**src/aes_pkg.sv**
```systemverilog
package aes_pkg;

    localparam int block_width   = 128;
    localparam int word_width    = 32;
    localparam int max_key_words = 8;
    localparam int max_rounds    = 14;

    typedef logic [block_width-1:0] block_t;
    typedef logic [word_width-1:0]  word_t;
    typedef logic [3:0]             round_idx_t;

    typedef enum logic [2:0] {
        OP_IDLE,
        OP_LOAD,
        OP_ARK,
        OP_SUB,
        OP_SHIFT,
        OP_MIX
    } state_op_e;

    typedef enum logic [3:0] {
        ST_IDLE,
        ST_KEY_WAIT,
        ST_ARK_INIT,
        ST_SUB,
        ST_SHIFT,
        ST_MIX,
        ST_ARK,
        ST_SUB_FINAL,
        ST_SHIFT_FINAL,
        ST_ARK_FINAL,
        ST_SEND
    } ctrl_state_e;

    // forward S-box, entry 0x00 in the top byte
    localparam logic [2047:0] sbox_table = {
        128'h637c777bf26b6fc53001672bfed7ab76,
        128'hca82c97dfa5947f0add4a2af9ca472c0,
        128'hb7fd9326363ff7cc34a5e5f171d83115,
        128'h04c723c31896059a071280e2eb27b275,
        128'h09832c1a1b6e5aa0523bd6b329e32f84,
        128'h53d100ed20fcb15b6acbbe394a4c58cf,
        128'hd0efaafb434d338545f9027f503c9fa8,
        128'h51a3408f929d38f5bcb6da2110fff3d2,
        128'hcd0c13ec5f974417c4a77e3d645d1973,
        128'h60814fdc222a908846eeb814de5e0bdb,
        128'he0323a0a4906245cc2d3ac629195e479,
        128'he7c8376d8dd54ea96c56f4ea657aae08,
        128'hba78252e1ca6b4c6e8dd741f4bbd8b8a,
        128'h703eb5664803f60e613557b986c11d9e,
        128'he1f8981169d98e949b1e87e9ce5528df,
        128'h8ca1890dbfe6426841992d0fb054bb16
    };

    function automatic logic [7:0] s_box(input logic [7:0] b);
        return sbox_table[8 * (255 - int'(b)) +: 8];
    endfunction

    function automatic logic [7:0] xtime(input logic [7:0] b);
        return {b[6:0], 1'b0} ^ (b[7] ? 8'h1b : 8'h00);
    endfunction

    function automatic word_t sub_word(input word_t w);
        return {s_box(w[31:24]), s_box(w[23:16]), s_box(w[15:8]), s_box(w[7:0])};
    endfunction

    function automatic word_t rot_word(input word_t w);
        return {w[23:0], w[31:24]};
    endfunction

    // step counts from 1, as in i / Nk
    function automatic word_t rcon(input logic [3:0] step);
        logic [7:0] rc;
        rc = 8'h01;
        for (int k = 2; k <= 10; k++) begin
            if (k <= int'(step)) begin
                rc = xtime(rc);
            end
        end
        return {rc, 24'h000000};
    endfunction

    function automatic int num_rounds(input int key_words);
        return key_words + 6;
    endfunction

endpackage

```
**src/aes_key_if.sv**
```systemverilog
interface aes_key_if;
    import aes_pkg::*;

    logic       start;      // new block accepted
    logic       done;       // last schedule word being written
    round_idx_t round;
    block_t     round_key;  // words 4*round .. 4*round+3

    modport ctrl     (output start, input done);
    modport counter  (output round);
    modport sched    (input start, input round, output done, output round_key);
    modport datapath (input round_key);

endinterface

```
**src/aes_round_counter.sv**
```systemverilog
module aes_round_counter #(
    parameter int NUM_ROUNDS = 14
) (
    input  logic       clk_i,
    input  logic       rst_ni,
    input  logic       clear_i,
    input  logic       step_i,
    aes_key_if.counter key_if,
    output logic       final_round_o
);
    import aes_pkg::*;

    round_idx_t round_q;
    round_idx_t round_d;

    always_comb begin
        round_d = round_q;
        if (clear_i) begin
            round_d = '0;
        end else if (step_i) begin
            round_d = round_q + 4'd1;
        end
    end

    always_ff @(posedge clk_i or negedge rst_ni) begin
        if (!rst_ni) round_q <= '0;
        else round_q <= round_d;
    end

    assign key_if.round = round_q;
    // includes a step in flight, so the FSM can branch on the ARK edge itself
    assign final_round_o = (round_d == round_idx_t'(NUM_ROUNDS));

    a_no_step_past_last : assert property (
        @(posedge clk_i) disable iff (!rst_ni) step_i |-> round_q != round_idx_t'(NUM_ROUNDS));

endmodule

```
**src/flat_wrapper.sv**
```systemverilog
// flat-port wrapper written by rule: the top's interface ports become plain ports
module aes_round_counter_flat import aes_pkg::*;
#(
    parameter int NUM_ROUNDS = 14
)
  (clk_i, rst_ni, clear_i, step_i, final_round_o, key_if_round);
  aes_key_if key_if_i ();
  input  logic clk_i;
  input  logic rst_ni;
  input  logic clear_i;
  input  logic step_i;
  output logic final_round_o;
  output wire logic [$bits(key_if_i.round)-1:0] key_if_round;
  assign key_if_round = key_if_i.round;
  aes_round_counter #(.NUM_ROUNDS(NUM_ROUNDS)) u_core (.clk_i(clk_i), .rst_ni(rst_ni), .clear_i(clear_i), .step_i(step_i), .key_if(key_if_i), .final_round_o(final_round_o));
endmodule
```
**config.mk**
```make
export PLATFORM = sky130hd
export DESIGN_NAME = aes_round_counter_flat
export DESIGN_NICKNAME = d
export VERILOG_FILES = /design/src/aes_pkg.sv /design/src/aes_key_if.sv /design/src/aes_round_counter.sv /design/src/flat_wrapper.sv
export SDC_FILE = /design/constraint.sdc
export NUM_CORES = 1
export LEC_CHECK = 0
export BUFFER_PORTS_ARGS = -buffer_cell sky130_fd_sc_hd__buf_4
export CORE_AREA = 2 2 39 41
export DETAILED_ROUTE_END_ITERATION = 12
export DIE_AREA = 0 0 41 43
export REMOVE_ABC_BUFFERS = 1
export SLEW_MARGIN = 5
export SYNTH_ARGS = -nofsm -noshare
export SYNTH_HDL_FRONTEND = slang
export SYNTH_SLANG_ARGS = --single-unit
```
**constraint.sdc**
```tcl
create_clock -name clk_i -period 3 [get_ports clk_i]
set_input_delay 0.3 -clock clk_i [delete_from_list [all_inputs] [get_ports clk_i]]
set_output_delay 0.3 -clock clk_i [all_outputs]
set_load 0.02 [all_outputs]
```
==> reports/qor.csv <==
stage,metric,value,unit
pwr,pwr_density_cell,475,nW/um^2
pwr,p_seq_share,41.1,%
critical_path,crit_fanout,6,
timing,tightest_slew,230,ps
synth,syn_avg_cell_area,10.9,um^2
synth,syn_inst,19,
routing,drc_errors,0,
critical_path,startpoint_type,register,
placement,dp_cells,42,
clock_tree,cts_buffer_depth,2,
timing,fin_worst_skew,0.278,ps
final_layout,multiInputGateArea,100,um^2
routing,dr.first_iter.drc_count,0,
synth,synth_cell_types,12,
final_layout,fin_nets,37,
synth,synth_ff_type,dfrtp_1,
clock_tree,post-cts-setup-buffers,0,
global_routing,antenna_found_initial,0,
pwr,ir_drop,0.148,mV
global_routing,grt_pass1_wl,662,um
routing,vias,169,
timing,tns,0,ps
outcome,status,"finished, final reports clean",
synth,yosysTopAreaCell,dfrtp_1,
final_layout,ff_latch_area,100,um^2
floorplan,rows,14,
final_layout,finalNonFillerCells,46,
floorplan,initial_core_util,15.0,%
timing,hold_viol,0,
worst_hold_path,hold_class,input port to register,
clock_tree,root_buffer,clkbuf_4,
pwr,switchingPower,0.0352,mW
clock_tree,insertion_delay,230,ps
clock_tree,clock-sinks,4,
routing,firstDrtPassIters,1,
clock_tree,cts_tree,built,
routing,drtAntennaViolNets,0,
timing,rsz0062_at_grt,no,
routing,drt-total-wl,381,um
timing,period_minus_slack,1790,ps
final_layout,fin_area,313,um^2
critical_path,cp-startpoint,u_core.key_if.round[0]$_DFF_PN0_,
final_layout,drive_above_1_share,40.0,%
final_layout,fill_cells,149,
critical_path,cp.required,2700,ps
critical_path,r2r_slack,1860,ps
timing,timing.final.crit_share,59.5,%
floorplan,dieArea,1760,um^2
synth,ys.warnings.count,0,
routing,via_per_inst,3.67,
clock_tree,path_clk_slew,30,ps
critical_path,r2r-start,u_core.key_if.round[0]$_DFF_PN0_,
critical_path,r2r_cells,4,
timing,finalSetupViolations,0,
final_layout,antenna_cells,0,
global_routing,grtUsageTotal,6.16,%
floorplan,ios,9,
synth,synthTopCellsByCount,"dfrtp_1 (4), nor2_1 (4), xor2_1 (2)",
synth,synth_area_leaders,"dfrtp_1 (48%), xor2_1 (8.4%), nor2_1 (7.2%)",
critical_path,critical_path_class,register to output port,
final_layout,largest_reg_flops,4,
pwr,p_total,0.149,mW
floorplan,die_y,43,um
clock_tree,numCtsBuffers,3,
placement,io_buffers,8,
final_layout,utilization,22.6,%
timing,max_slew_margin,84.6,%
synth,async_reset_ff_share,100,%
placement,placed_area,280,um^2
timing,fmax,0.560,GHz
critical_path,timing.rr.end,u_core.key_if.round[2]$_DFF_PN0_,
final_layout,area_growth,50.6,%
timing,drv_slew,0,
pwr,leakagePower,0.148,nW
pwr,clock_power_share,42.8,%
placement,routabilityCongestion,0.638,
job,drv_cap,0,
pwr,p_sw_share,23.7,%
floorplan,core_area,1380,um^2
clock_tree,cts.htree.levels,1,
synth,synth_edf_count,0,
global_routing,grt-ovfl-total,0,
global_routing,grt_max_degree,7,
synth,ys_seq_area_share,48.2,%
synth,synth-seq-cells,4,
pwr,p_comb_share,16.0,%
floorplan,die_w,41,um
worst_hold_path,hold_depth,2,
synth,yosys.area.top_type_share,48.2,%
synth,synthesis.area,208,um^2
pwr,intPower,0.113,mW
routing,routedWlPerCell,8.28,um
global_routing,grt_pass1_vias,174,
critical_path,cp-end-kind,output port,
critical_path,endpoint,final_round_o,
critical_path,crit_arrival,1490,ps
==> timing repair <==
action                    4_1_cts  5_1_grt
hold endpoints to repair        4        0
hold buffers                    1        0
resized for setup               0        0
==> power groups by stage <==
stage / sequential [mW] / clock (mW) / combinational [mW]
after floorplan: 0.0647 / 0 / 0.00812
after global placement: 0.0617 / 0 / 0.0230
after detailed placement: 0.0619 / 0 / 0.0231
after CTS: 0.0612 / 0.0683 / 0.0242
after global routing: 0.0619 / 0.0728 / 0.0267
final: 0.0611 / 0.0637 / 0.0239
==> layout by cell type, fill, tap and decap left out <==
master	instances
nor3b_1	1
xnor2_1	1
nor4_2	1
dlygate4sd3_1	1
buf_4	8
mux2i_1	1
a31oi_1	1
dfrtp_1	4
xor2_1	2
nand4_1	1
clkbuf_4	3
nand2_1	1
ha_1	1
nor2_1	4
==> per-layer routing <==
layer / vias to the layer above / global-route usage, % / routed length, um
met5: - / 0 / 0
met4: 0 / 8.00 / 0
met3: 0 / 3.14 / 40
met2: 6 / 5.94 / 168
met1: 74 / 7.87 / 172
li1: 89 / - / -
==> cell type report <==
cell class                      count  share of cell area (%)
Timing Repair Buffer                9                    22.4
Multi-Input combinational cell     14                    32.0
Tap cell                           16                    6.40
Clock buffer                        3                    7.20
Sequential cell                     4                    32.0
==> through the flow <==
stage / worst slack [ps] / hold slack, ps
4_1_cts: 1190 / 259
3_5_place_dp: 1450 / 97.9
5_1_grt: 1070 / 264
6_report: 1210 / 269
3_3_place_gp: 1450 / 97.7
2_1_floorplan: 1280 / 4.41
==> critical path, cell delays in order (launching register included) <==
cell	delay, ps
dfrtp_1	440
ha_1	170
nand2_1	60
xor2_1	160
nor4_2	250
buf_4	180
==> kinds of logic (layout without fill, tap and decap cells) <==
| group | count (synthesis) | count (layout) | synth area share (%) |
|---|---|---|---|
| AO/OA/AOI/OAI | 1 | 1 | 3.01 |
| XOR/XNOR | 3 | 3 | 12.7 |
| adder cells (fa/ha/maj) | 1 | 1 | 6.02 |
| buffers and inverters | 1 | 12 | 3.62 |
| flip-flops | 4 | 4 | 48.2 |
| multiplexers | 1 | 1 | 4.82 |
| AND/OR/NAND/NOR | 8 | 8 | 21.7 |
==> worst min-delay path by stage <==
stage	start	to
final	clear_i	u_core.key_if.round[2]$_DFF_PN0_
after global routing	clear_i	u_core.key_if.round[3]$_DFF_PN0_
after CTS	clear_i	u_core.key_if.round[2]$_DFF_PN0_
after detailed placement	rst_ni	u_core.key_if.round[0]$_DFF_PN0_
after global placement	rst_ni	u_core.key_if.round[1]$_DFF_PN0_
after floorplan	rst_ni	u_core.key_if.round[0]$_DFF_PN0_
(Power assumes the default switching activity.)
