==> src/aes_pkg.sv <==
package aes_pkg;

    localparam int block_width   = 128;
    localparam int word_width    = 32;
    localparam int max_key_words = 8;
    localparam int max_rounds    = 14;

    typedef logic [block_width-1:0] block_t;
    typedef logic [word_width-1:0]  word_t;
    typedef logic [3:0]             round_idx_t;

    typedef enum logic [2:0] {
        OP_IDLE,
        OP_LOAD,
        OP_ARK,
        OP_SUB,
        OP_SHIFT,
        OP_MIX
    } state_op_e;

    typedef enum logic [3:0] {
        ST_IDLE,
        ST_KEY_WAIT,
        ST_ARK_INIT,
        ST_SUB,
        ST_SHIFT,
        ST_MIX,
        ST_ARK,
        ST_SUB_FINAL,
        ST_SHIFT_FINAL,
        ST_ARK_FINAL,
        ST_SEND
    } ctrl_state_e;

    // forward S-box, entry 0x00 in the top byte
    localparam logic [2047:0] sbox_table = {
        128'h637c777bf26b6fc53001672bfed7ab76,
        128'hca82c97dfa5947f0add4a2af9ca472c0,
        128'hb7fd9326363ff7cc34a5e5f171d83115,
        128'h04c723c31896059a071280e2eb27b275,
        128'h09832c1a1b6e5aa0523bd6b329e32f84,
        128'h53d100ed20fcb15b6acbbe394a4c58cf,
        128'hd0efaafb434d338545f9027f503c9fa8,
        128'h51a3408f929d38f5bcb6da2110fff3d2,
        128'hcd0c13ec5f974417c4a77e3d645d1973,
        128'h60814fdc222a908846eeb814de5e0bdb,
        128'he0323a0a4906245cc2d3ac629195e479,
        128'he7c8376d8dd54ea96c56f4ea657aae08,
        128'hba78252e1ca6b4c6e8dd741f4bbd8b8a,
        128'h703eb5664803f60e613557b986c11d9e,
        128'he1f8981169d98e949b1e87e9ce5528df,
        128'h8ca1890dbfe6426841992d0fb054bb16
    };

    function automatic logic [7:0] s_box(input logic [7:0] b);
        return sbox_table[8 * (255 - int'(b)) +: 8];
    endfunction

    function automatic logic [7:0] xtime(input logic [7:0] b);
        return {b[6:0], 1'b0} ^ (b[7] ? 8'h1b : 8'h00);
    endfunction

    function automatic word_t sub_word(input word_t w);
        return {s_box(w[31:24]), s_box(w[23:16]), s_box(w[15:8]), s_box(w[7:0])};
    endfunction

    function automatic word_t rot_word(input word_t w);
        return {w[23:0], w[31:24]};
    endfunction

    // step counts from 1, as in i / Nk
    function automatic word_t rcon(input logic [3:0] step);
        logic [7:0] rc;
        rc = 8'h01;
        for (int k = 2; k <= 10; k++) begin
            if (k <= int'(step)) begin
                rc = xtime(rc);
            end
        end
        return {rc, 24'h000000};
    endfunction

    function automatic int num_rounds(input int key_words);
        return key_words + 6;
    endfunction

endpackage

==> src/aes_key_if.sv <==
interface aes_key_if;
    import aes_pkg::*;

    logic       start;      // new block accepted
    logic       done;       // last schedule word being written
    round_idx_t round;
    block_t     round_key;  // words 4*round .. 4*round+3

    modport ctrl     (output start, input done);
    modport counter  (output round);
    modport sched    (input start, input round, output done, output round_key);
    modport datapath (input round_key);

endinterface

==> src/aes_ctrl_fsm.sv <==
module aes_ctrl_fsm (
    input  logic               clk_i,
    input  logic               rst_ni,
    input  logic               ready_i,
    aes_key_if.ctrl            key_if,
    input  logic               final_round_i,
    output aes_pkg::state_op_e state_op_o,
    output logic               round_clear_o,
    output logic               round_step_o,
    output logic               done_o
);
    import aes_pkg::*;

    ctrl_state_e state_q;
    ctrl_state_e state_d;
    logic        done_q;

    always_comb begin
        state_d       = state_q;
        state_op_o    = OP_IDLE;
        key_if.start  = 1'b0;
        round_clear_o = 1'b0;
        round_step_o  = 1'b0;
        unique case (state_q)
            ST_IDLE: begin
                if (ready_i) begin
                    state_op_o    = OP_LOAD;
                    key_if.start  = 1'b1;
                    round_clear_o = 1'b1;
                    state_d       = ST_KEY_WAIT;
                end
            end
            ST_KEY_WAIT: begin
                if (key_if.done) state_d = ST_ARK_INIT;
            end
            ST_ARK_INIT: begin
                state_op_o   = OP_ARK;  // whitening with round 0
                round_step_o = 1'b1;
                state_d      = ST_SUB;
            end
            ST_SUB: begin
                state_op_o = OP_SUB;
                state_d    = ST_SHIFT;
            end
            ST_SHIFT: begin
                state_op_o = OP_SHIFT;
                state_d    = ST_MIX;
            end
            ST_MIX: begin
                state_op_o = OP_MIX;
                state_d    = ST_ARK;
            end
            ST_ARK: begin
                state_op_o   = OP_ARK;
                round_step_o = 1'b1;
                state_d      = final_round_i ? ST_SUB_FINAL : ST_SUB;
            end
            ST_SUB_FINAL: begin
                state_op_o = OP_SUB;
                state_d    = ST_SHIFT_FINAL;
            end
            ST_SHIFT_FINAL: begin
                state_op_o = OP_SHIFT;
                state_d    = ST_ARK_FINAL;
            end
            ST_ARK_FINAL: begin
                state_op_o = OP_ARK;  // no step, round stays at the last key
                state_d    = ST_SEND;
            end
            ST_SEND: state_d = ST_IDLE;  // idle opcode here latches the result
            default: state_d = ST_IDLE;
        endcase
    end

    always_ff @(posedge clk_i or negedge rst_ni) begin
        if (!rst_ni) begin
            state_q <= ST_IDLE;
            done_q  <= 1'b0;
        end else begin
            state_q <= state_d;
            done_q  <= (state_q == ST_SEND);
        end
    end

    assign done_o = done_q;

    a_start_only_idle : assert property (
        @(posedge clk_i) disable iff (!rst_ni) $rose(key_if.start) |-> state_q == ST_IDLE);

    // the schedule must finish exactly while we wait for it
    a_sched_done_in_wait : assert property (
        @(posedge clk_i) disable iff (!rst_ni) key_if.done |-> state_q == ST_KEY_WAIT);

endmodule

==> src/flat_wrapper.sv <==
// flat-port wrapper written by rule: the top's interface ports become plain ports
module aes_ctrl_fsm_flat import aes_pkg::*;
  (clk_i, rst_ni, ready_i, final_round_i, state_op_o, round_clear_o, round_step_o, done_o, key_if_start, key_if_done);
  aes_key_if key_if_i ();
  input  logic clk_i;
  input  logic rst_ni;
  input  logic ready_i;
  input  logic final_round_i;
  output aes_pkg::state_op_e state_op_o;
  output logic round_clear_o;
  output logic round_step_o;
  output logic done_o;
  output wire logic [$bits(key_if_i.start)-1:0] key_if_start;
  input wire logic [$bits(key_if_i.done)-1:0] key_if_done;
  assign key_if_start = key_if_i.start;
  assign key_if_i.done = key_if_done;
  aes_ctrl_fsm u_core (.clk_i(clk_i), .rst_ni(rst_ni), .ready_i(ready_i), .key_if(key_if_i), .final_round_i(final_round_i), .state_op_o(state_op_o), .round_clear_o(round_clear_o), .round_step_o(round_step_o), .done_o(done_o));
endmodule
==> config.mk <==
export PLATFORM = sky130hd
export DESIGN_NAME = aes_ctrl_fsm_flat
export DESIGN_NICKNAME = d
export VERILOG_FILES = /design/src/aes_pkg.sv /design/src/aes_key_if.sv /design/src/aes_ctrl_fsm.sv /design/src/flat_wrapper.sv
export SDC_FILE = /design/constraint.sdc
export NUM_CORES = 1
export LEC_CHECK = 0
export ABC_CLOCK_PERIOD_IN_PS = 1700
export BUFFER_PORTS_ARGS = -buffer_cell sky130_fd_sc_hd__buf_2
export CAP_MARGIN = 20
export CELL_PAD_IN_SITES_DETAIL_PLACEMENT = 1
export CELL_PAD_IN_SITES_GLOBAL_PLACEMENT = 2
export CORE_MARGIN = 1.5
export CORE_UTILIZATION = 25
export DETAILED_ROUTE_END_ITERATION = 8
export PLACE_DENSITY_LB_ADDON = 0.1
export RECOVER_POWER = 25
export SLEW_MARGIN = 40
export SYNTH_ARGS = -nofsm -noshare
export SYNTH_HDL_FRONTEND = slang
export SYNTH_SLANG_ARGS = --single-unit
==> constraint.sdc <==
create_clock -name clk_i -period 1.7 [get_ports clk_i]
set_clock_uncertainty 0.15 [all_clocks]
set_input_delay 0.255 -clock clk_i [delete_from_list [all_inputs] [get_ports clk_i]]
set_output_delay 0.255 -clock clk_i [all_outputs]
set_load 0.005 [all_outputs]
==> summary.md <==
| Metric | Value |
|---|---|
| Setup violations, final | 0 |
| Post-synthesis sequential area ratio | 37.9% |
| Fmax | 619 MHz |
| Clk sinks | 5 |
| P&R area growth vs syn | 44.3% |
| Die X | 39.4 um |
| Cells after DPL | 58 |
| Crit path kind | reg2out |
| Worst-path fanout max | 5 |
| Worst stage delay on the critical path | 0.45 ns |
| Num rows | 12 |
| Measured slew at the worst slew-check pin | 0.284 ns |
| Most frequent cells after synthesis | dfrtp_1 (5), nand2_1 (3), nand2b_1 (3) |
| Core area | 0.00117 mm2 |
| MaxCap Viol Count | 0 |
| Max_slew headroom | 81.1% |
| Psw | 0.396 mW |
| Top cells by area, synth | dfrtp_1 (38%), nand2b_1 (5.7%), buf_4 (4.5%) |
| Vias per cell | 4.88 |
| # IOs | 12 |
| Worst skew pair latency | 0.24 ns |
| Syn Nets | 41 |
| Primary FF master, synth | dfrtp_1 |
| First-pass GRT wire length | 1320 um |
| Final hold viol count | 0 |
| RePlAce Congestion | 0.715 |
| Diode count | 0 |
| Yosys reg bits | 5 |
| Die height | 39.4 um |
| Number of synthesized flops with an enable pin | 0 |
| Sw Ratio | 40.1% |
| IO Port Bufs | 11 |
| Non-filler cells, final | 67 |
| Count leader, synth | dfrtp_1 |
| GR Overflow Total | 0 |
| Number of nets still failing antenna checks after routing | 0 |
| Post-Syn Instances | 36 |
| Outcome | complete, no violations |
| Comb pwr share | 55.8% |
| Clk slew on worst S/H paths | 0.05 ns |
| Final Cycle Share | 95.0% |
| Area leader, netlist | dfrtp_1 |
| Ys async rst share | 100% |
| Crit end category | output port |
| Share of cells above drive strength 1 | 54.7% |
| Num CTS Buffers | 3 |
| Max-slew violation count | 0 |
| DRT Wirelength | 817 um |
| Bufs on Longest Clock Path | 2 |
| Post-Synthesis Cell Area | 330 um2 |
| Sequential power share | 30.3% |
| Initial Utilization | 28.2% |
| Via Count | 327 |
| Synth warn | 0 |
| Detailed placer's ending HPWL | 556 um |
| Critical path, cell by cell | nand2b_4 -> o21a_1 -> nor2_1 -> buf_2 |
| Initial antenna violation count | 0 |
| Overall routing resource usage | 13.8% |
| Initial DRC Count | 2 |
| Yosys cell types | 22 |
| Mean Syn Cell Area | 9.18 um2 |
| DR pass1 iterations | 2 |
| Worst R2R Path Depth | 2 |
| Req. time, crit path | 1.29 ns |
| CP startpoint kind | flip-flop |
| Root buf cell | clkbuf_4 |
| Final nets | 59 |
| CTS tree | built |
| DRC viols | 0 |
| Top cell type's share of synthesized area | 37.9% |
| Slowest stage cell, crit path | dfrtp_2 |
| WHS Path Cells | 3 |
| Vias in the first global route | 289 |
| VDD IR max | 551 uV |
| PD cells | 2070 mW/mm2 |
| Wirelength per Cell | 12.2 um |
| Arr. time, crit path | 1.21 ns |
| Leak Pwr | 0.218 nW |
| Util after Layout | 40.7% |
| H-tree Lvls | 1 |
| Largest net degree at the start of global routing | 15 |
| Clock power frac | 13.9% |
| DIE AREA | 0.00155 mm2 |
| Time the worst path needs with I/O delays and setup | 1.62 ns |
| Worst min-delay path category | in2reg |
| Pint | 0.592 mW |
==> layer usage <==
metal	part of all wire [%]	global-route usage (%)	vias to the layer above
li1	-	-	159
met1	43	16.2	155
met2	51	21.3	11
met5	0	0	-
met3	4.9	1.70	2
met4	1.2	12.9	0
==> cells in the final DEF, fill, tap and decap left out, drive strengths merged <==
cell,n
buf,15
dfrtp,5
clkbuf,5
nand2b,4
nand2,3
nor3,3
o21ai,3
nor2,3
o22ai,3
a21oi,2
inv,1
nand3b,1
o21a,1
a311oi,1
a31o,1
mux2,1
dlygate4sd3,1
==> timing repair <==
item                                    CTS  global route
endpoints found under the setup margin    3             3
hold buffers                              1             0
gates resized for setup                   4             3
buffers inserted                          0             4
pin swaps                                 0             0
gates cloned                              0             0
hold endpoints to repair                  5             0
==> flip-flops by register name, summed over array words and instances (netlist names) <==
| signal | flops |
|---|---|
| u_core.state_q | 4 |
| u_core.done_o | 1 |
==> metrics by stage <==
step | area [um2] | power (mW) | TNS [ns] | setup WS [ns] | hold WS [ns]
2_1_floorplan | 330 | 0.605 | 0 | 0.198 | -0.191
3_3_place_gp | 379 | 0.693 | 0 | 0.246 | -0.0810
3_5_place_dp | 379 | 0.703 | 0 | 0.195 | -0.0766
4_1_cts | 424 | 0.866 | 0 | 0.00625 | 0.153
5_1_grt | 477 | 1.07 | -0.00160 | -0.00160 | 0.212
6_report | 477 | 0.988 | 0 | 0.0849 | 0.172
==> kinds of logic after synthesis <==
family	count (synthesis)	share of synthesized area (%)
and+or+nand+nor	14	24.2
AOI/OAI and AO/OA	11	22.7
DFF	5	37.9
buffers and inverters	5	10.6
muxes	1	4.54
==> cell type report <==
cell class / count / area (um2)
fillers: 151 / 694
multi-input cells: 26 / 185
flip-flops and latches: 5 / 130
repair buffers: 17 / 114
clock buffers: 4 / 26.3
well taps: 14 / 17.5
inverters: 1 / 3.75
==> critical path: cells and delay by family (launching register included) <==
kind,cells,cell delay [ns]
AO/OA/AOI/OAI,1,0.17
flip-flops,1,0.45
buffers and inverters,1,0.11
AND/OR/NAND/NOR,2,0.24
==> power groups by stage <==
stage               registers, mW  logic (mW)  clock network [mW]
floorplan                   0.206       0.399                   0
global placement            0.285       0.408                   0
detailed placement          0.286       0.416                   0
CTS                         0.300       0.427               0.139
global route                0.312       0.606               0.152
finish                      0.300       0.551               0.138
==> path summary, 6_finish.rpt <==
path                       slack (ns)               from           endpoint
setup / recovery                 0.08  u_core.state_q[2]      state_op_o[2]
hold / removal                   0.17      final_round_i  u_core.state_q[2]
setup reg to reg                 0.44  u_core.state_q[0]  u_core.state_q[2]
hold reg to reg                  0.50  u_core.state_q[0]      u_core.done_o
max in group asynchronous        0.91             rst_ni  u_core.state_q[1]
min in group asynchronous        0.25             rst_ni  u_core.state_q[2]
Note: power is estimated with default switching activity, not from simulation.
